$ cat config.mk
export PLATFORM = sky130hd
export DESIGN_NAME = pcUnit
export DESIGN_NICKNAME = d
export VERILOG_FILES = /design/src/rtl/cpuPkg.sv /design/src/rtl/pcUnit.sv
export SDC_FILE = /design/constraint.sdc
export NUM_CORES = 1
export LEC_CHECK = 0
export BUFFER_PORTS_ARGS = -buffer_cell sky130_fd_sc_hd__buf_2
export CAP_MARGIN = 20
export CORE_UTILIZATION = 47
export DETAILED_ROUTE_END_ITERATION = 8
export HOLD_SLACK_MARGIN = 0.06
export PLACE_DENSITY = 0.83
export SLEW_MARGIN = 20
export SYNTH_ARGS = -nofsm -noshare
export SYNTH_HDL_FRONTEND = slang
export SYNTH_SLANG_ARGS = --single-unit
$ cat constraint.sdc
create_clock -name clk -period 2.5 [get_ports clk]
set_input_delay 0.25 -clock clk [delete_from_list [all_inputs] [get_ports clk]]
set_output_delay 0.25 -clock clk [all_outputs]
set_load 0.05 [all_outputs]
$ cat src/rtl/cpuPkg.sv
package cpuPkg;

	// Datapath sizes
	localparam int dataWidth    = 16;
	localparam int pcWidth      = 8;  // Also the memory address width
	localparam int regAddrWidth = 2;  // Four registers

	// Opcodes in the top nibble of every instruction
	localparam logic [3:0] opAdd = 4'd0; // rd = rs1 + rs2
	localparam logic [3:0] opLdi = 4'd1; // rd = payload
	localparam logic [3:0] opLdr = 4'd2; // rd = dmem[rs1]
	localparam logic [3:0] opMv  = 4'd3; // rd = rs1
	localparam logic [3:0] opSt  = 4'd4; // dmem[rs1] = rs2
	localparam logic [3:0] opBri = 4'd5; // Conditional jump to payload
	localparam logic [3:0] opBrr = 4'd6; // Conditional jump to rs1

	// Next PC source
	typedef enum logic [1:0] {
		pcInc = 2'd0,
		pcImm = 2'd1,
		pcReg = 2'd2
	} pcSelT;

	// Register form, used by ADD, MV, LDR, ST
	typedef struct packed {
		logic [3:0]              opcode;
		logic [regAddrWidth-1:0] rd;
		logic [regAddrWidth-1:0] rs1;
		logic [regAddrWidth-1:0] rs2;
		logic [5:0]              unused;
	} regFormT;

	// Immediate form, LDI
	typedef struct packed {
		logic [3:0]              opcode;
		logic [regAddrWidth-1:0] rd;
		logic [regAddrWidth-1:0] rs1;
		logic [7:0]              payload;
	} immFormT;

	// Branch form, BRI and BRR
	typedef struct packed {
		logic [3:0]              opcode;
		logic                    flagSel; // 0 carry, 1 zero
		logic                    flagVal; // Value the flag must hold
		logic [regAddrWidth-1:0] rs1;     // BRR target register
		logic [7:0]              payload; // BRI target
	} branchFormT;

	// One instruction word, three views
	typedef union packed {
		regFormT    regForm;
		immFormT    immForm;
		branchFormT branchForm;
	} instrT;

	typedef struct packed {
		logic carry;
		logic zero;
	} flagsT;

	// Decoder output
	typedef struct packed {
		logic [3:0]              aluOp;
		pcSelT                   nextPcSel;
		logic                    regWe;
		logic                    immSel;   // Write back instrData
		logic                    memToReg; // Write back dmem read data
		logic                    memWe;
		logic [regAddrWidth-1:0] rd;
		logic [regAddrWidth-1:0] rs1;
		logic [regAddrWidth-1:0] rs2;
		logic [dataWidth-1:0]    instrData;
	} ctrlT;

	// Register write seen on the trace
	typedef struct packed {
		logic                    valid;
		logic [regAddrWidth-1:0] regAddr;
		logic [dataWidth-1:0]    data;
	} wbTraceT;

	// Data memory write seen on the trace
	typedef struct packed {
		logic                 valid;
		logic [pcWidth-1:0]   addr;
		logic [dataWidth-1:0] data;
	} memTraceT;

endpackage

$ cat src/rtl/pcUnit.sv
module pcUnit (
	input  logic                       clk,
	input  logic                       arstN,
	input  logic                       en,        // Low holds the PC
	input  cpuPkg::pcSelT              sel,
	input  logic [cpuPkg::pcWidth-1:0] immTarget, // BRI payload
	input  logic [cpuPkg::pcWidth-1:0] regTarget, // Low bits of rs1
	output logic [cpuPkg::pcWidth-1:0] pc
);

	logic [cpuPkg::pcWidth-1:0] pcNext;

	always_comb begin
		case (sel)
			cpuPkg::pcImm: pcNext = immTarget;
			cpuPkg::pcReg: pcNext = regTarget;
			default:       pcNext = pc + 1'b1; // Wraps at 255
		endcase
	end

	always_ff @(posedge clk or negedge arstN) begin
		if (!arstN) begin
			pc <= '0;
		end else if (en) begin
			pc <= pcNext;
		end
	end

endmodule

Yosys cells after proc, flatten, opt, wreduce, memory -nomap -nowiden
Index checks and enable logic that the tools add are counted.

storage, ports and cells
  register bits after elaboration = 8
  bits of input ports = 21
  output and inout port bits = 8

cells by class
  add/subtract/negate cells = 1
  equality and inequality tests = 2
  muxes and demuxes = 1

operators with widths
  kind                                                              count
  8-bit case mux with 2 select lines                                1
  8-bit by 1-bit adder with 8-bit output (second input constant)    1
  2-bit by 1-bit == test with 1-bit output (second input constant)  1
  2-bit == test (second input constant)                             1

Depth between registers and ports, before layout
Gate-level depths: netlist of run 1.

  word-level depth = 2
  depth in mapped cells = 7

Worst setup path before layout of run 1
OpenSTA, ideal clock, no wires.

  path type = reg-to-reg
  from = reg pc[0] in the netlist's numbering
  to = reg pc[6] in the netlist's numbering
  setup time = 0.069 ns
  data arrival time = 1.489 ns
  data required time = 2.431 ns
  slack = 0.942 ns
  stages on the path, launching flop included = 5
  buffers on the path = 0
  period minus slack after synthesis = 1.558 ns
  path through = dfrtp_1 > ha_1 > nand3_1 > or3_1 > nand3_1

between the ends
  cells in the longest elaborated chain, start to end = 2

RTL lines
  element                                 line          text
  start, declared                         pcUnit.sv:8   output logic [cpuPkg::pcWidth-1:0] pc
  start signal, assigned                  pcUnit.sv:25  pc <= pcNext;
  8-bit by 1-bit adder with 8-bit output  pcUnit.sv:17  default: pcNext = pc + 1'b1;
  8-bit case mux with 2 select lines      pcUnit.sv:14  case (sel)

No other way between the ends.
A chain may end at the register's enable or synchronous reset.

Final worst setup path of run 1
  from = in sel[0]
  to = reg pc[7] in the netlist's numbering

between the ends
  cells in the longest elaborated chain, start to end = 2

RTL lines
  element                                                                           line          text
  start, declared                                                                   pcUnit.sv:5   input cpuPkg::pcSelT sel,
  2-bit == test / 2-bit by 1-bit == test with 1-bit output (equally long branches)  pcUnit.sv:14
  8-bit case mux with 2 select lines *                                              pcUnit.sv:14

Every way passes the cells marked *; elsewhere a longest branch is shown, timed or not.

==> summary.md, run 1 <==
| Metric | Value |
|---|---|
| Outcome | finished, final reports clean |
| CTS tree | yes |
| Largest regs | pc (8) |
| Max reg flops | 8 |
| Hold Path Depth | 4 |
| Mux contribution to synthesized area | 3.66% |
| Utilization after layout | 66.6% |
| Power density over the cells | 824 nW/um^2 |
| Initial core utilization | 53.2% |
| Placer congestion estimate | 0.790 |
| PortBufs | 28 |
| Fmax | 709 MHz |
| Async SR Flop Fraction | 100% |
| Layout area overhead | 25.0% |
| Largest reg by FF count | pc |
| DP Worst Slack | around 0.8 ns |
| Number of synthesized register bits | 8 |
| Vias in the first global route | 631 |
| Hold path startpoint | regTarget[7] |
| Setup TNS | 0 ns |
| Top cell type's share of synthesized area | 32.5% |
| Fin. Hold Viols | 0 |
| Final period utilization | 56.4% |
| Worst Max-Slew Pin Slew | 0.524 ns |
| TritonCTS Buffers | 3 |
| Reg2reg end | pc[6]$_DFFE_PN0P_ |
| Setup crit start kind | primary input |
| Worst path required time | 2.65 ns |
| First-pass GRT wire length | around 2500 um |
| Maximum VDD drop | 470 uV |
| Hold Path Class | primary input to flip-flop |
| Top cells by area, synth | dfrtp_1 33%, ha_1 6.1%, a221o_1 4.9%, nand2_1 4.3%, a21oi_1 4.1% |
| Vias per inst | 5.87 |
| Adder-cell share of the synthesized area | 6.10% |
| Routed WL | 1550 um |
| # resized after CTS | 0 |
| R2R depth | 4 |
| Synthesized area | 616 um^2 |
| Largest net degree at the start of global routing | 20 |
| Core region area | 1160 um^2 |
| # diodes | 0 |
| Min setup slack post-route | 1.09 ns |
| Sink Count | 8 |
| FF-to-FF Start | pc[0]$_DFFE_PN0P_ |
| # Max-Cap Violations | 0 |
| R2R setup slack | about 1.2 ns |
| Critical Path Sink Type | flip-flop |
| Tmin final | approximately 1.4 ns |
| Routed Antenna Nets | 0 |
| Lkg Pwr | about 0.00037 uW |
| # DRC | 0 |
| Post-synth cell types | 27 |
| Layout Nets | 122 |
| Compound-Gate Fraction of Synth Area | approximately 28% |
| Vias post-DR | roughly 650 |
| RSZ-0062 raised after global routing | no |
| Yosys warning count | 0 |
| Ys flop type | dfrtp_1 |
| Worst path arrival time | between 1.5 and 2 ns |
| Synthesized instance count | 69 |
| Worst Clk Skew | ~0.0093 ns |
| Clk_lat worst skew | roughly 0.26 ns |
| Hold Path Sink | pc[7]$_DFFE_PN0P_ |
| Final Slew Violations | 0 |
| Drt initial violations | 9 |
| Yosys top cell by area | dfrtp_1 |
| Die area | 1460 um^2 |
| Die Ht | 38.2 um |
| Pre-antenna DRT Iters | 4 |
| GRT Overall Usage | 25.5% |
| Post-synthesis sequential area ratio | 32.5% |
| Wire length per cell | 14.1 um |
| Final setup viols | 0 |
| Crit Path Class | primary input to flip-flop |
| CTS max path bufs | 2 |
| Main combinational cell family by area after synthesis | compound AO/OA/AOI/OAI gates |
| H-tree depth | 1 |
| Area share of and/or/nand/nor cells after synthesis | 21.7% |
| Grt total ovfl | 0 |
| Clk slew on worst S/H paths | roughly 0.06 ns |
| Initial antenna violation count | 0 |
| Site row count | 12 |
| Clock root cell | clkbuf_4 |
| XOR/XNOR Fraction of Synth Area | 0% |
| Post-DP HPWL | approximately 1200 um |
| Synth top cells by count | 8 x dfrtp_1, 7 x nand2_1, 5 x a21oi_1, 5 x nand3_1 |
| Mapped Nets | 93 |
| Post-synth EDFFs | 0 |
| Avg Cell Area, Syn | 8.92 um^2 |
| Die X | 38.2 um |
| Crit Path Max Fanout | 19 |
| Max-slew headroom | between 60 and 70% |
| Share of cells above drive strength 1 | 36.5% |
| Ports | 29 |
| Most frequent cell after synthesis | dfrtp_1 |
where the power goes:
part | total, uW | internal [uW] | switching [uW]
sequential | 214 | 166 | 47.8
combinational | 319 | 103 | 216
clock | 101 | 55.1 | 46.2
worst max-delay path by stage:
stage                       from                end  slack, ns  cells after the start
2_1_floorplan  pc[0]$_DFFE_PN0P_  pc[6]$_DFFE_PN0P_       0.94                      4
3_3_place_gp              sel[0]  pc[7]$_DFFE_PN0P_       0.86                      6
3_5_place_dp              sel[0]  pc[7]$_DFFE_PN0P_       0.81                      6
4_1_cts                   sel[0]  pc[7]$_DFFE_PN0P_       1.08                      6
5_1_grt                   sel[0]  pc[7]$_DFFE_PN0P_       0.93                      6
6_report                  sel[0]  pc[7]$_DFFE_PN0P_       1.09                      6
through the flow:
step	power [uW]	instances	instance area [um^2]	hold WS, ns
after floorplan	451	69	616	-0.0456
after global placement	522	106	737	0.102
after detailed placement	531	106	737	0.104
after CTS	634	110	769	0.349
after global routing	667	110	769	0.368
final	634	110	769	0.349
cells in the final DEF, fill, tap and decap left out, types with 3 or more instances in the layout:
| cell | instances |
|---|---|
| a21oi_1 | 5 |
| a221o_1 | 3 |
| buf_2 | 28 |
| clkbuf_4 | 3 |
| dfrtp_1 | 8 |
| ha_1 | 3 |
| inv_1 | 3 |
| nand2_1 | 7 |
| nand3_1 | 5 |
| nor2b_1 | 3 |
| o21ai_0 | 3 |
| or3_1 | 3 |
cell families (layout without fill, tap and decap cells):
| kind of cell | after synthesis | after routing |
|---|---|---|
| and+or+nand+nor | 25 | 25 |
| AOI/OAI and AO/OA | 23 | 23 |
| DFF | 8 | 8 |
| buffers and inverters | 8 | 35 |
| adders and majority gates | 3 | 3 |
| muxes | 2 | 2 |
area by class of cell:
type | instances | area (um^2)
fillers | 97 | 387
well taps | 14 | 17.5
repair buffers | 29 | 150
multi-input cells | 53 | 368
clock buffers | 3 | 22.5
flip-flops and latches | 8 | 200
inverters | 3 | 11.3
repair_timing:
item                                   CTS  global route
hold buffers                             1             0
buffers inserted                         0             0
endpoints found under the hold margin    8             0
worst max-delay path, stage by stage:
cell     delay, ns
buf_2         0.09
inv_1         0.04
ha_1          0.61
nand3_1       0.11
or3_1         0.33
o311a_1       0.13
metal layers:
metal	vias up	GRT usage, %	wire, um
li1	316	-	-
met1	301	28.4	682
met5	-	0	0
met4	0	13.4	42
met3	7	4.65	77
met2	22	45.3	749
No activity file was read; power rests on OpenSTA's default activity.
==> run 2: changes to the inputs <==
Settings changed: ABC_AREA set to 1, CORE_UTILIZATION 47 to 44, PLACE_DENSITY 0.83 to 0.78.
Clock period 2.5 ns to 1.3 ns, I/O delays scaled along.
==> run 2 against run 1 <==
Power is 61% higher. Routed wire length is 2.4% lower. Largest power group unchanged. Critical path depth is 1 lower. Cell count is 29% higher. Via count is 12% higher. Non-clock buffer count is 1 higher. Hold slack worse by 0.14 ns. Critical endpoint is now pc[6]$_DFFE_PN0P_.
==> summary.md, run 2 <==
| Metric | Value |
|---|---|
| Post-synth EDFFs | 0 (unchanged) |
| Largest regs | pc (8) (unchanged) |
| Ys flop type | dfrtp_1 (unchanged) |
| Yosys warning count | 0 (unchanged) |
| CTS tree | yes (unchanged) |
| Layout Nets | 152 (was 122) |
| FILL cells | 131 (was 97) |
| Crit Path Max Fanout | 4 (was 19) |
| # diodes | 0 (unchanged) |
| Power density over the cells | 1260 nW/um^2 (was 824 nW/um^2) |
| Layout area overhead | 29.9% (was 25.0%) |
| Grt total ovfl | 0 (unchanged) |
| Hold Path Sink | pc[2]$_DFFE_PN0P_ (was pc[7]$_DFFE_PN0P_) |
| Die X | 39.6 um (was 38.2 um) |
| Top cells by area, synth | dfrtp_1 32%, nand2_1 20%, nand3_1 9.6%, a21oi_1 7.2%, ha_1 6.0% (was dfrtp_1 33%, ha_1 6.1%, a221o_1 4.9%, nand2_1 4.3%, a21oi_1 4.1%) |
| WP buf/inv | 0 (was 2) |
| Die Ht | 39.6 um (was 38.2 um) |
| Site row count | 13 (was 12) |
| Synth top cells by count | 34 x nand2_1, 12 x nand3_1, 9 x a21oi_1, 8 x dfrtp_1, 8 x nor2_1 (was 8 x dfrtp_1, 7 x nand2_1, 5 x a21oi_1, 5 x nand3_1) |
| Yosys top cell by area | dfrtp_1 (unchanged) |
| Comb power frac | 43.4% (was 50.3%) |
| Switch share | 45.8% (was 48.9%) |
| Pre-antenna DRT Iters | 4 (unchanged) |
| Sequential power share | 35.0% (was 33.7%) |
| Worst path required time | 1.49 ns (was 2.65 ns) |
| Clk pwr share | 21.6% (was 16.0%) |
| Final period utilization | 91.3% |
| Ports | 29 (unchanged) |
| Routed Antenna Nets | 0 (unchanged) |
| Clk_lat worst skew | 0.26 ns (about the same) |
| Crit-path slowest cell | dfrtp_2 (was ha_1) |
| FF-to-FF Start | pc[0]$_DFFE_PN0P_ (unchanged) |
| R2R depth | 5 (was 4) |
| Routed WL | 1510 um (was 1550 um) |
| Crit Path Class | flip-flop to flip-flop (was primary input to flip-flop) |
| Clk slew on worst S/H paths | 0.06 ns (about the same) |
| Core region area | 1300 um^2 (was 1160 um^2) |
| Share of cells above drive strength 1 | 31.5% (was 36.5%) |
| Hold Path Depth | 2 (was 4) |
| Hold path startpoint | en (was regTarget[7]) |
| Setup crit start kind | flip-flop (was primary input) |
| Post-synth cell types | 18 (was 27) |
| Avg Cell Area, Syn | 6.42 um^2 (was 8.92 um^2) |
| Synthesized area | 623 um^2 (was 616 um^2) |
| Initial antenna violation count | 0 (unchanged) |
| Number of synthesized register bits | 8 (unchanged) |
| Cells along the critical path | ha_2 -> nand3_1 -> o21bai_1 -> nand3_1 -> a21oi_1 (was buf_2 -> inv_1 -> ha_1 -> nand3_1 -> or3_1 -> o311a_1) |
| Largest net degree at the start of global routing | 11 (was 20) |
| Fmax | approximately 840 MHz |
| Placer congestion estimate | 0.862 (was 0.790) |
| Setup TNS | 0 ns (unchanged) |
| CP top delay family | flip-flops (was adder cells) |
| Clock root cell | clkbuf_4 (unchanged) |
| Critical Path Sink Type | flip-flop (unchanged) |
| Wire length per cell | 10.7 um (was 14.1 um) |
| Async SR Flop Fraction | 100% (unchanged) |
| # Max-Cap Violations | 0 (unchanged) |
| Fin. Hold Viols | 0 (unchanged) |
| Lkg Pwr | 0.000423 uW (was 0.000370 uW) |
| Post-DP HPWL | 1200 um (was 1160 um) |
| Hold Path Class | primary input to flip-flop (unchanged) |
| CTS max path bufs | 2 (unchanged) |
| Top cell type's share of synthesized area | 32.1% (was 32.5%) |
| Vias in the first global route | 653 (was 631) |
| Reg2reg end | pc[6]$_DFFE_PN0P_ (unchanged) |
| Maximum VDD drop | 681 uV (was 470 uV) |
| Sw Pwr | 466 uW (was 310 uW) |
| H-tree depth | 1 (unchanged) |
| GRT Overall Usage | 23.8% (was 25.5%) |
| Drt initial violations | 8 (was 9) |
| Outcome | finished, final reports clean (unchanged) |
| Initial core utilization | 47.9% (was 53.2%) |
| Sink Count | 8 (unchanged) |
| Most common cell after layout, fill and taps aside | nand2_1 (was buf_2) |
| Tmin final | 1.19 ns |
| Worst Max-Slew Pin Slew | 0.251 ns (was 0.524 ns) |
| TritonCTS Buffers | 3 (unchanged) |
| PortBufs | 28 (unchanged) |
| RSZ-0062 raised after global routing | no (unchanged) |
| Max reg flops | 8 (unchanged) |
| Final setup viols | 0 (unchanged) |
| Power Internal | 552 uW (was 324 uW) |
| Final hold slack | 0.204 ns (was 0.349 ns) |
| First-pass GRT wire length | 2460 um (was 2550 um) |
| Commonest cells after routing, fill and taps aside | 34 x nand2_1, 28 x buf_2, 12 x nand3_1 (was 28 x buf_2, 8 x dfrtp_1, 7 x nand2_1) |
| Mapped Nets | 121 (was 93) |
| R2R setup slack | 0.11 ns (was 1.19 ns) |
| Worst Clk Skew | 0.000682 ns (was 0.00930 ns) |
| Worst path arrival time | 1.37 ns (was 1.56 ns) |
| Vias per inst | 5.10 (was 5.87) |
| Die area | 1570 um^2 (was 1460 um^2) |
| Final Slew Violations | 0 (unchanged) |
| Post-synthesis sequential area ratio | 32.1% (was 32.5%) |
| Most frequent cell after synthesis | nand2_1 (was dfrtp_1) |
| Max-slew headroom | 83.3% (was 65.1%) |
| Largest reg by FF count | pc (unchanged) |
| Synthesized instance count | 97 (was 69) |
| Cell mode on critical path | nand3_1 |
| Crit path largest cell delay | 0.39 ns (was 0.61 ns) |
| Vias post-DR | 724 (was 646) |
| # DRC | 0 (unchanged) |
==> run 2: stage by stage <==
step	area (um^2)	setup WS [ns]	util [%]	total power [uW]	instances
after global placement	771	0.153	59.2	788	137
after CTS	807	0.0932	62.0	1020	142
after global routing	810	0.0257	62.2	1090	142
after floorplan	627	0.000975	-	678	97
after detailed placement	771	0.116	59.2	799	137
final	810	0.113	62.2	1020	142
==> run 2: logic make-up after synthesis <==
group           count (synthesis)  share of synthesized area (%)
fa+ha+maj                       3                           6.02
compound gates                 16                           14.1
flops                           8                           32.1
buf+inv                        12                           8.43
simple gates                   57                           38.0
xor+xnor                        1                           1.41
==> run 2: final cells by class <==
| class | instances | area [um^2] | area share, % |
|---|---|---|---|
| Clock buffer | 4 | 26.3 | 3.25 |
| Inverter | 8 | 30.0 | 3.71 |
| Tap cell | 15 | 18.8 | 2.32 |
| Timing Repair Buffer | 30 | 158 | 19.5 |
| Sequential cell | 8 | 204 | 25.2 |
| Multi-Input combinational cell | 77 | 373 | 46.1 |
==> run 2: metal layers <==
metal	share of wire (%)	vias up	track usage, %	routed length, um
met2	52	17	45.1	780
li1	-	370	-	-
met5	0	-	0	0
met3	5.1	0	10.2	77
met1	43	337	25.2	656
met4	0	0	0	0
==> run 2: power groups by stage <==
stage          registers (uW)  logic [uW]  clock network, uW
2_1_floorplan             511         167                  0
6_report                  356         442                220
3_5_place_dp              361         438                  0
3_3_place_gp              358         430                  0
5_1_grt                   366         489                238
4_1_cts                   355         442                226
==> run 2: how the worst max path moves through the flow <==
stage / from / end / cells past startpoint
finish: pc[0]$_DFFE_PN0P_ / pc[6]$_DFFE_PN0P_ / 5
floorplan: pc[1]$_DFFE_PN0P_ / pc[6]$_DFFE_PN0P_ / 5
detailed placement: pc[0]$_DFFE_PN0P_ / pc[4]$_DFFE_PN0P_ / 5
CTS: pc[0]$_DFFE_PN0P_ / pc[4]$_DFFE_PN0P_ / 5
global placement: pc[0]$_DFFE_PN0P_ / pc[4]$_DFFE_PN0P_ / 5
global route: pc[1]$_DFFE_PN0P_ / pc[6]$_DFFE_PN0P_ / 5
==> run 2: timing repair <==
item | CTS | global route
buffers inserted | 0 | 0
setup endpoints to repair | 0 | 1
resized for setup | 0 | 1
endpoints found under the hold margin | 8 | 0
hold buffers | 1 | 0
==> run 3: changes to the inputs <==
Settings changed: ABC_AREA 1 to unset.
==> run 3 against run 2 <==
Global-route usage increased by 0.12 points. Critical path depth shrank 1. Sequential power increased by 21%. Sequential share of layout area rose by 0.34 points. Power up 26%. Register-to-register slack lost 0.06 ns. Non-clock buffer count is 1 higher. Hold slack better by 0.024 ns. Fmax decreased by 4.9%. Setup slack lost 0.061 ns. Final area increased by 1.1%.
==> summary.md, run 3 (synthesized netlist as in run 1, its figures left out) <==
| Metric | Value |
|---|---|
| Initial core utilization | 47.3% (was 47.9%) |
| # Max-Cap Violations | 0 (unchanged) |
| Placer congestion estimate | 0.756 (was 0.862) |
| Utilization after layout | 62.9% (was 62.2%) |
| Vias per inst | 5.64 (was 5.10) |
| Die area | 1550 um^2 (was 1570 um^2) |
| R2R setup slack | 0.05 ns (was 0.11 ns) |
| Clk slew on worst S/H paths | 0.06 ns (about the same) |
| Non-filler cells in the finished layout | 114 (was 142) |
| Die Ht | 39.4 um (was 39.6 um) |
| Min setup slack post-route | 0.0524 ns (was 0.113 ns) |
| Vias post-DR | 643 (was 724) |
| Setup TNS | 0 ns (unchanged) |
| Crit Path Class | flip-flop to flip-flop (unchanged) |
| Core region area | 1300 um^2 (unchanged) |
| Crit Path Max Fanout | 5 (was 4) |
| FF+latch area | 209 um^2 (was 204 um^2) |
| Wire length per cell | 13.7 um (was 10.7 um) |
| CTS max path bufs | 2 (unchanged) |
| Sink Count | 8 (unchanged) |
| GRT Overall Usage | 23.9% (was 23.8%) |
| Comb power frac | 49.7% (was 43.4%) |
| Worst path arrival time | 1.44 ns (was 1.37 ns) |
| Final Slew Violations | 0 (unchanged) |
| Fin. Hold Viols | 0 (unchanged) |
| Hold Path Class | primary input to asynchronous set/reset pin (was primary input to flip-flop) |
| Maximum VDD drop | 873 uV (was 681 uV) |
| Worst path required time | 1.49 ns (about the same) |
| Die X | 39.4 um (was 39.6 um) |
| Drt initial violations | 25 (was 8) |
| R2R depth | 4 (was 5) |
| Clock root cell | clkbuf_4 (unchanged) |
| Largest reg by FF count | pc (unchanged) |
| Tmin final | 1.25 ns (was 1.19 ns) |
| Largest regs | pc (8) (unchanged) |
| Initial antenna violation count | 0 (unchanged) |
| # DRC | 0 (unchanged) |
| Commonest cells after routing, fill and taps aside | 28 x buf_2, 7 x nand2_1, 7 x dfrtp_2 (was 34 x nand2_1, 28 x buf_2, 12 x nand3_1) |
| H-tree depth | 1 (unchanged) |
| Cells along the critical path | ha_2 -> nand3_2 -> or3_1 -> nand3_1 (was ha_2 -> nand3_1 -> o21bai_1 -> nand3_1 -> a21oi_1) |
| Multi-input gate area | 375 um^2 (was 373 um^2) |
| Max reg flops | 8 (unchanged) |
| Cells after DPL | 109 (was 137) |
| Ports | 29 (unchanged) |
| Outcome | finished, final reports clean (unchanged) |
| Layout Nets | 124 (was 152) |
| Max-slew headroom | 78.6% (was 83.3%) |
| Final period utilization | 96.0% (was 91.3%) |
| Largest net degree at the start of global routing | 16 (was 11) |
| CTS tree | yes (unchanged) |
| First-pass GRT wire length | 2440 um (was 2460 um) |
| Routed Antenna Nets | 0 (unchanged) |
| Share of cells above drive strength 1 | 46.5% (was 31.5%) |
| Pre-antenna DRT Iters | 4 (unchanged) |
| Critical Path Sink Type | flip-flop (unchanged) |
| Sw Pwr | 613 uW (was 466 uW) |
| PortBufs | 28 (unchanged) |
| TritonCTS Buffers | 3 (unchanged) |
| Clk_lat worst skew | 0.26 ns (about the same) |
| Routed WL | 1560 um (was 1510 um) |
| Worst Max-Slew Pin Slew | 0.321 ns (was 0.251 ns) |
| Sequential power share | 33.4% (was 35.0%) |
| Clk pwr share | 16.9% (was 21.6%) |
| Crit-path slowest cell | dfrtp_2 (unchanged) |
| Most common cell after layout, fill and taps aside | buf_2 (was nand2_1) |
| Power Internal | 669 uW (was 552 uW) |
| Setup Buffers After CTS | 0 (unchanged) |
| Switch share | 47.8% (was 45.8%) |
| Layout area overhead | 32.9% (was 29.9%) |
| Grt total ovfl | 0 (unchanged) |
| Final setup viols | 0 (unchanged) |
| FILL cells | 123 (was 131) |
| Site row count | 13 (unchanged) |
| Worst Clk Skew | 0.00878 ns (was 0.000682 ns) |
| Setup crit start kind | flip-flop (unchanged) |
| Vias in the first global route | 593 (was 653) |
| Power density over the cells | 1570 nW/um^2 (was 1260 nW/um^2) |
| Fmax | 802 MHz (was 843 MHz) |
| # diodes | 0 (unchanged) |
| Final Power | 1280 uW (was 1020 uW) |
| Post-DP HPWL | 1160 um (was 1200 um) |
| DP Worst Slack | -0.114 ns (was 0.116 ns) |
| Lkg Pwr | 0.000377 uW (was 0.000423 uW) |
| RSZ-0062 raised after global routing | no (unchanged) |
| FF-to-FF Start | pc[0]$_DFFE_PN0P_ (unchanged) |
| Crit path largest cell delay | 0.40 ns (was 0.39 ns) |
| Reg2reg end | pc[6]$_DFFE_PN0P_ (unchanged) |
run 3: changes by cell type in the layout (fill, tap and decap cells not counted), sizes merged, moves of 3 or more:
cell | before | now
nand2 | 35 | 7
nor2 | 10 | 2
nand3 | 12 | 6
inv | 8 | 3
a21oi | 9 | 5
a221o | 0 | 3
nor2b | 0 | 3
or3 | 0 | 3
run 3: worst max path at each step:
stage                       from                end  slack [ns]  cells after the start
6_report       pc[0]$_DFFE_PN0P_  pc[6]$_DFFE_PN0P_        0.05                      4
5_1_grt        pc[0]$_DFFE_PN0P_  pc[6]$_DFFE_PN0P_       0.007                      4
4_1_cts        pc[0]$_DFFE_PN0P_  pc[1]$_DFFE_PN0P_        0.05                      4
3_5_place_dp              sel[0]  pc[6]$_DFFE_PN0P_       -0.11                      7
3_3_place_gp              sel[0]  pc[6]$_DFFE_PN0P_       -0.06                      7
2_1_floorplan  pc[0]$_DFFE_PN0P_  pc[6]$_DFFE_PN0P_       -0.08                      4
run 3: final cells by class:
type	instances	share of cell area, %
Tap cell	15	2.29
Sequential cell	8	25.5
Inverter	3	1.38
Clock buffer	4	3.21
Multi-Input combinational cell	53	45.9
Timing Repair Buffer	31	21.7
run 3: metal layers:
metal	vias to the layer above	wire, um	part of all wire, %	track usage (%)
met2	35	774	50	40.2
met5	-	0	0	0
met3	2	113	7.3	9.09
met4	0	9	0.58	7.76
li1	320	-	-	-
met1	286	659	42	27.2
run 3: per-stage QoR:
step | cell area, um^2 | hold slack, ns
2_1_floorplan | 624 | -0.166
3_3_place_gp | 774 | -0.0106
3_5_place_dp | 774 | -0.0119
4_1_cts | 811 | 0.217
5_1_grt | 818 | 0.251
6_report | 818 | 0.228
run 3: power groups by stage:
stage          Sequential [uW]  Clock (uW)  Combinational, uW
2_1_floorplan              660           0                220
3_3_place_gp               426           0                616
3_5_place_dp               429           0                625
4_1_cts                    426         226                629
5_1_grt                    446         234                684
6_report                   429         216                637
run 3: timing repair:
item / CTS / global route
setup endpoints to repair: 0 / 1
hold endpoints to repair: 8 / 0
hold buffers: 1 / 0
resized for setup: 0 / 2
run 3: critical path, delay by kind of cell, from the launching register on:
family / cells / cell delay, ns
fa+ha+maj: 1 / 0.21
flops: 1 / 0.40
simple gates: 3 / 0.56
